## src/design/smt_fetch_pkg.sv

```systemverilog
package smt_fetch_pkg;

  // code store geometry
  localparam int ADDR_W = 6;
  localparam int DEPTH = 1 << ADDR_W;
  localparam int WORD_W = 32;

  localparam int NUM_THREADS = 2;

  // instruction field positions
  localparam int OPC_HI = 31;
  localparam int OPC_LO = 26;
  localparam int RD_LSB = 21;
  localparam int RA_LSB = 16;

  typedef logic [ADDR_W-1:0] ip_t;
  typedef logic [WORD_W-1:0] word_t;
  typedef logic [4:0] reg_idx_t;
  typedef logic [15:0] imm_t;
  typedef logic [31:0] data_t;
  typedef logic [0:0] thread_t;

  typedef enum logic [5:0] {
    OP_HALT   = 6'd0,
    OP_ALU    = 6'd1,
    OP_ALUI   = 6'd2,
    OP_LOAD   = 6'd3,
    OP_STORE  = 6'd4,
    OP_BRANCH = 6'd5
  } opcode_e;

  typedef enum logic [2:0] {
    CL_HALT,
    CL_ALU,
    CL_ALUI,
    CL_LOAD,
    CL_STORE,
    CL_BRANCH,
    CL_ILLEGAL
  } op_class_e;

  // bus write into the code store
  typedef struct packed {
    logic  en;
    ip_t   addr;
    word_t data;
  } fill_t;

  // word returned by the store, tagged with its thread
  typedef struct packed {
    logic    valid;
    thread_t thread;
    ip_t     ip;
    word_t   word;
  } fetch_rsp_t;

  typedef struct packed {
    logic      valid;
    thread_t   thread;
    ip_t       ip;
    op_class_e op_class;
    reg_idx_t  rd;
    reg_idx_t  ra;
    data_t     imm;
    logic      writes_rd;
  } decoded_t;

endpackage : smt_fetch_pkg

```

## src/design/code_store.sv

```systemverilog
module code_store (
  input  logic                      clk,
  input  logic                      rst,
  input  smt_fetch_pkg::fill_t      fill,
  input  logic                      rd_en,
  input  smt_fetch_pkg::thread_t    rd_thread,
  input  smt_fetch_pkg::ip_t        rd_addr,
  output smt_fetch_pkg::fetch_rsp_t rsp
);

  import smt_fetch_pkg::*;

  word_t mem [DEPTH];

  // fill port from the outside bus
  always_ff @(posedge clk) begin
    if (fill.en) begin
      mem[fill.addr] <= fill.data;
    end
  end

  // registered read, a same-cycle fill gives the old word
  always_ff @(posedge clk) begin
    if (rst) begin
      rsp.valid <= 1'b0;
    end else begin
      rsp.valid <= rd_en;
    end
    if (rd_en) begin
      rsp.thread <= rd_thread;
      rsp.ip <= rd_addr;
      rsp.word <= mem[rd_addr];
    end
  end

endmodule : code_store

```

## src/design/fetch_unit.sv

```systemverilog
module fetch_unit #(
  parameter smt_fetch_pkg::thread_t THREAD_ID = '0
) (
  input  logic                      clk,
  input  logic                      rst,
  input  logic                      redirect,
  input  smt_fetch_pkg::ip_t        redirect_ip,
  input  logic                      grant,
  input  smt_fetch_pkg::fetch_rsp_t rsp,
  output logic                      req,
  output smt_fetch_pkg::ip_t        req_ip,
  output logic                      running
);

  import smt_fetch_pkg::*;

  ip_t  ip;
  logic pending;
  logic rsp_hit;
  logic rsp_halt;

  // only a response we are waiting for counts
  // a word fetched before a redirect goes to the decoder but is ignored here
  assign rsp_hit = rsp.valid && (rsp.thread == THREAD_ID) && pending;
  assign rsp_halt = rsp_hit && (opcode_e'(rsp.word[OPC_HI:OPC_LO]) == OP_HALT);

  // one word in flight per thread
  assign req = running && !pending;
  assign req_ip = ip;

  always_ff @(posedge clk) begin
    if (rst) begin
      ip <= '0;
      running <= 1'b0;
      pending <= 1'b0;
    end else if (redirect) begin
      ip <= redirect_ip;
      running <= 1'b1;
      pending <= 1'b0;
    end else begin
      if (grant) begin
        // wraps at the top of the store
        ip <= ip + ip_t'(1);
        pending <= 1'b1;
      end else if (rsp_hit) begin
        pending <= 1'b0;
      end
      if (rsp_halt) begin
        running <= 1'b0;
      end
    end
  end

endmodule : fetch_unit

```

## src/design/insn_decoder.sv

```systemverilog
module insn_decoder (
  input  logic                      clk,
  input  logic                      rst,
  input  smt_fetch_pkg::fetch_rsp_t rsp,
  output smt_fetch_pkg::decoded_t   dec
);

  import smt_fetch_pkg::*;

  opcode_e   opc;
  op_class_e op_class;
  reg_idx_t  rd;
  reg_idx_t  ra;
  imm_t      imm;
  data_t     imm_ext;
  logic      writes_rd;

  assign opc = opcode_e'(rsp.word[OPC_HI:OPC_LO]);
  assign rd = rsp.word[RD_LSB +: $bits(reg_idx_t)];
  assign ra = rsp.word[RA_LSB +: $bits(reg_idx_t)];
  assign imm = rsp.word[$bits(imm_t)-1:0];
  assign imm_ext = {{($bits(data_t) - $bits(imm_t)){imm[$bits(imm_t)-1]}}, imm};

  always_comb begin
    case (opc)
      OP_HALT:   op_class = CL_HALT;
      OP_ALU:    op_class = CL_ALU;
      OP_ALUI:   op_class = CL_ALUI;
      OP_LOAD:   op_class = CL_LOAD;
      OP_STORE:  op_class = CL_STORE;
      OP_BRANCH: op_class = CL_BRANCH;
      default:   op_class = CL_ILLEGAL;
    endcase
  end

  // r0 is never a real destination
  assign writes_rd = (op_class inside {CL_ALU, CL_ALUI, CL_LOAD}) && (rd != '0);

  always_ff @(posedge clk) begin
    if (rst) begin
      dec.valid <= 1'b0;
    end else begin
      dec.valid <= rsp.valid;
    end
    if (rsp.valid) begin
      dec.thread <= rsp.thread;
      dec.ip <= rsp.ip;
      dec.op_class <= op_class;
      dec.rd <= rd;
      dec.ra <= ra;
      dec.imm <= imm_ext;
      dec.writes_rd <= writes_rd;
    end
  end

endmodule : insn_decoder

```

## src/design/smt_fetch.sv

```systemverilog
module smt_fetch (
  input  logic                                  clk,
  input  logic                                  rst,
  input  smt_fetch_pkg::fill_t                  fill,
  input  logic                                  except,
  input  smt_fetch_pkg::thread_t                except_thread,
  input  smt_fetch_pkg::ip_t                    except_ip,
  input  logic                                  stall,
  output smt_fetch_pkg::decoded_t               dec,
  output logic [smt_fetch_pkg::NUM_THREADS-1:0] running
);

  import smt_fetch_pkg::*;

  logic [NUM_THREADS-1:0] req;
  logic [NUM_THREADS-1:0] redirect;
  logic [NUM_THREADS-1:0] grant;
  ip_t                    req_ip [NUM_THREADS];
  logic                   grant_en;
  thread_t                grant_thread;
  ip_t                    rd_addr;
  fetch_rsp_t             rsp;

  // per-thread redirect and grant strobes
  always_comb begin
    for (int t = 0; t < NUM_THREADS; t++) begin
      redirect[t] = except && (except_thread == thread_t'(t));
      grant[t] = grant_en && (grant_thread == thread_t'(t));
    end
  end

  // store address from the granted thread
  assign rd_addr = req_ip[grant_thread];

  fetch_unit #(
    .THREAD_ID(thread_t'(0))
  ) fetch0 (
    .clk(clk),
    .rst(rst),
    .redirect(redirect[0]),
    .redirect_ip(except_ip),
    .grant(grant[0]),
    .rsp(rsp),
    .req(req[0]),
    .req_ip(req_ip[0]),
    .running(running[0])
  );

  fetch_unit #(
    .THREAD_ID(thread_t'(1))
  ) fetch1 (
    .clk(clk),
    .rst(rst),
    .redirect(redirect[1]),
    .redirect_ip(except_ip),
    .grant(grant[1]),
    .rsp(rsp),
    .req(req[1]),
    .req_ip(req_ip[1]),
    .running(running[1])
  );

  thread_select sel0 (
    .clk(clk),
    .rst(rst),
    .req(req),
    .stall(stall),
    .grant_en(grant_en),
    .grant_thread(grant_thread)
  );

  code_store store0 (
    .clk(clk),
    .rst(rst),
    .fill(fill),
    .rd_en(grant_en),
    .rd_thread(grant_thread),
    .rd_addr(rd_addr),
    .rsp(rsp)
  );

  insn_decoder dec0 (
    .clk(clk),
    .rst(rst),
    .rsp(rsp),
    .dec(dec)
  );

endmodule : smt_fetch

```

## src/design/thread_select.sv

```systemverilog
module thread_select (
  input  logic                                  clk,
  input  logic                                  rst,
  input  logic [smt_fetch_pkg::NUM_THREADS-1:0] req,
  input  logic                                  stall,
  output logic                                  grant_en,
  output smt_fetch_pkg::thread_t                grant_thread
);

  import smt_fetch_pkg::*;

  thread_t last;

  always_comb begin
    grant_en = !stall && (req != '0);
    case (req)
      2'b01: grant_thread = thread_t'(0);
      2'b10: grant_thread = thread_t'(1);
      // both want the port, alternate
      default: grant_thread = ~last;
    endcase
  end

  // starts at thread 1 so thread 0 takes the first tie
  always_ff @(posedge clk) begin
    if (rst) begin
      last <= thread_t'(1);
    end else if (grant_en) begin
      last <= grant_thread;
    end
  end

endmodule : thread_select

```

## config.mk

```make
export PLATFORM = sky130hd
export DESIGN_NAME = smt_fetch
export DESIGN_NICKNAME = d
export VERILOG_FILES = /design/src/design/smt_fetch_pkg.sv /design/src/design/code_store.sv /design/src/design/fetch_unit.sv /design/src/design/insn_decoder.sv /design/src/design/smt_fetch.sv /design/src/design/thread_select.sv
export SDC_FILE = /design/constraint.sdc
export NUM_CORES = 2
export LEC_CHECK = 0
export BUFFER_PORTS_ARGS = -buffer_cell sky130_fd_sc_hd__buf_4
export CAP_MARGIN = 10
export CORE_UTILIZATION = 35
export CTS_BUF_LIST = sky130_fd_sc_hd__clkbuf_2
export CTS_CLUSTER_SIZE = 20
export DETAILED_ROUTE_END_ITERATION = 7
export GPL_TIMING_DRIVEN = 0
export PLACE_DENSITY = 0.59
export SLEW_MARGIN = 20
export SYNTH_ARGS = -nofsm -noshare
export SYNTH_HDL_FRONTEND = slang
export SYNTH_SLANG_ARGS = --single-unit
```

## constraint.sdc

```tcl
create_clock -name clk -period 4.7 [get_ports clk]
set_clock_uncertainty 0.1 [all_clocks]
set_input_delay 0.94 -clock clk [delete_from_list [all_inputs] [get_ports clk]]
set_output_delay 0.94 -clock clk [all_outputs]
set_load 0.05 [all_outputs]
```

==> results.yml <==
drt:
  ant_nets: 0
  wl_per_cell_um: 29.9
  dr.pass1.iters: 6
  viasPerCell: 5.63
  wl_um: 271000
  drc: 0
  drt_iter0_markers: 8114
  route.vias.total: 50900
worst_setup_path:
  crit_path_frequent_cell: "buf_6"
  cp-startpoint: "fetch1.pending$_SDFFE_PP0P_"
  reg2reg_from: "fetch1.pending$_SDFFE_PP0P_"
  cp_data_arrival_time_ns: 6.31
  critPathKind: "flip-flop to flip-flop"
  critPathBufInv: 5
  cp_slowest_stage_delay_ns: 0.67
  endpoint_kind: "flip-flop"
  cp.required_ns: 6.29
  crit_family: "simple AND/OR/NAND/NOR gates"
  cp_slowest_cell: "a32oi_4"
  cp-start-kind: "flip-flop"
  cp_cell_sequence: "nand2b_1, ha_1, or2_1, nand3_4, and2_4, buf_6, buf_6, inv_2, buf_2, clkbuf_2, nand2_1, nand3_1, nand4_1, a32oi_4, and3_1"
  crit_fanout: 10
grt:
  grt_pass1_vias: 49100
  grt_pass1_wl_um: 371000
  antenna_found_initial: 38
  grt_use_total_pct: 22.6
  grt_max_degree: 65
  grt_overflow: 0
status:
  failed_checks: "negative setup slack"
  outcome: "finished with violations"
worst_hold_path:
  hp-start: "fill[9]"
  hold_path_class: "input port to flip-flop"
finish:
  fin_nets: 5684
  area_delta_synth_final_pct: 17.0
  final_layout_size_suffix_gt1_share_pct: 27.2
  instances_no_fill: 9051
clocking:
  clock_path_buffers: 4
  clk_latency_ns: 1.92
  path_clk_slew_ns: 0.12
  htree_levels: 6
  cts_tree: "yes"
  numCtsBuffers: 559
  cts_sinks: 2143
  root_buffer: "clkbuf_2"
flow_run:
  drv_cap: 0
synth:
  avgSynthCellArea_um2: 17.3
  async_flop_share_pct: 0
  ys_types: 59
  synth_warnings: 0
  synthCells: 4744
  synth_ff_type: "edfxtp_1"
  synth_nets: 4798
  syn_area_um2: 81900
  synth-seq-cells: 2143
  synth_edf_count: 2124
  synth_seq_area_share_pct: 78.3
place:
  port_buffers: 100
  hpwlAfterDp_um: 174000
  place_congestion: 0.974
  placed_cells: 7996
  dp_worst_setup_slack_ns: -0.857
sta:
  fin_crit_ns: 4.71
  min_period_over_period_pct: 100
  slew_headroom_pct: 16.1
  setup_ws_ns: -0.0125
  slew_viol_final: 0
  hold_viol_final: 0
  tightest_slew_ns: 1.26
  rsz0062_at_grt: "true"
  clock.fmax_mhz: 212
  finalSetupViolCount: 1
  finalSetupTns_ns: -0.0125
die:
  core_um2: 233000
  initial_utilization_pct: 35.2
  io_pins: 106
  chipHeight_um: 486
  die_x_um: 486
  dieArea_um2: 236000
  rows: 177
power_and_ir_drop:
  leakage_nw: 31.7
  power_mw: 39.0
  peakVddDrop_mv: 0.273
  powerDensity_nw_per_um2: 407
==> metrics by stage <==
step	hold slack [ns]	utilization, %	cell area (um2)
final	0.191	41.2	95800
after global routing	0.0886	41.2	95800
after CTS	0.00107	41.1	95500
after detailed placement	0.305	38.4	89300
after global placement	0.305	37.2	86500
after floorplan	0.300	-	81900
==> what timing repair did <==
action / 4_1_cts / 5_1_grt
hold buffers: 111 / 0
hold endpoints to repair: 2393 / 0
resized for setup: 46 / 69
endpoints found under the setup margin: 31 / 32
pin swaps: 8 / 10
buffers inserted: 5 / 1
==> worst reg2reg max path, cell delays in order (launching register included) <==
cell	delay, ns
dfxtp_1	0.34
nand2b_1	0.18
ha_1	0.36
or2_1	0.22
nand3_4	0.22
and2_4	0.26
buf_6	0.15
buf_6	0.16
inv_2	0.11
buf_2	0.53
clkbuf_2	0.39
nand2_1	0.10
nand3_1	0.10
nand4_1	0.38
a32oi_4	0.67
and3_1	0.31
==> per-layer routing <==
layer / part of all wire, % / vias up / global-route usage [%] / wire length (um)
li1: - / 20800 / - / -
met5: 0.034 / - / 0 / 93
met4: 5.3 / 16 / 11.8 / 14300
met2: 44 / 3592 / 32.8 / 118000
met1: 38 / 25900 / 30.3 / 103000
met3: 13 / 635 / 7.20 / 35800
==> cells in the mapped netlist, types with 5 or more instances <==
cell type  instances  area (um2)
clkbuf_1          99         372
nand3_1          415        2080
and4_1             9        78.8
and3_1            30         188
buf_2            140         701
nor2_1            83         312
edfxtp_1        2124       63800
buf_4             34         255
a211oi_1          15         113
mux2i_1           31         310
nand4_1          103         644
nand2_1          940        3530
buf_6              8        90.1
nand2b_1           7        43.8
a22o_1            22         193
nor2b_1            5        31.3
mux4_2           267        6010
nor2_2             5        31.3
nor3_1             5        25.0
xor2_1             7        61.3
a22oi_1          111         833
a31oi_1          135         845
buf_1             17        63.8
dfxtp_1           19         380
a32oi_1           49         429
==> cells by family (layout without fill, tap and decap cells) <==
logic type | after synthesis | in the layout | synth area share, %
other cells | 0 | 26 | 0
mux | 299 | 299 | 7.75
compound gates | 357 | 357 | 3.17
simple gates | 1624 | 1624 | 8.70
flops | 2143 | 2143 | 78.3
xor+xnor | 9 | 9 | 0.0962
fa+ha+maj | 4 | 4 | 0.0611
buf+inv | 308 | 1546 | 1.89
==> report_power, final <==
group          switching [mW]  internal [mW]
combinational            3.54           1.48
clock                    7.56           5.11
sequential             0.0673           21.2
==> path summary, 6_finish.rpt <==
kind	end	slack, ns	cells after the start
max	store0.rsp[8]$_DFFE_PP_	-0.01	15
min	store0.mem[39][9]$_DFFE_PP_	0.19	2
max reg2reg	store0.rsp[8]$_DFFE_PP_	-0.01	15
min reg2reg	dec0.dec[14]$_DFFE_PP_	0.32	0
==> layout by cell type, fill, tap and decap left out, types with 14 or more instances in the layout <==
cell type / synthesis / routed
a22oi_1: 111 / 103
buf_16: 0 / 40
buf_2: 140 / 128
mux2i_1: 31 / 31
mux4_2: 267 / 267
clkinv_1: 0 / 94
a32oi_4: 0 / 16
buf_4: 34 / 150
clkbuf_1: 99 / 79
a32oi_1: 49 / 29
a211oi_1: 15 / 15
nor2_1: 83 / 18
a31oi_1: 135 / 135
nand4_1: 103 / 103
dlygate4sd3_1: 0 / 111
nand2_1: 940 / 940
and3_1: 30 / 28
nor2_4: 1 / 65
dfxtp_1: 19 / 18
buf_12: 1 / 58
edfxtp_1: 2124 / 2124
nand3_1: 415 / 412
a22o_1: 22 / 22
clkbuf_2: 0 / 801
diode_2: 0 / 26
clkinv_2: 0 / 14
inv_2: 4 / 17
==> flip-flops by register name, summed over array words and instances (netlist names) <==
register and cells:
store0.mem 2048, store0.rsp 40, dec0.dec 38, fetch0.req_ip 6
fetch1.req_ip 6, fetch0.pending 1, fetch0.running 1, fetch1.pending 1
fetch1.running 1, sel0.last 1
==> final cells by class <==
cell class              count  area (um2)
fillers                 21000      137000
flip-flops and latches   2143       64200
multi-input cells        2293       17100
repair buffers            326        4250
clock buffers             778        3890
well taps                3043        3810
plain buffers             299        1590
clock inverters           135         870
diodes                     26        65.1
inverters                   8        30.0
No activity file was read; power rests on OpenSTA's default activity.
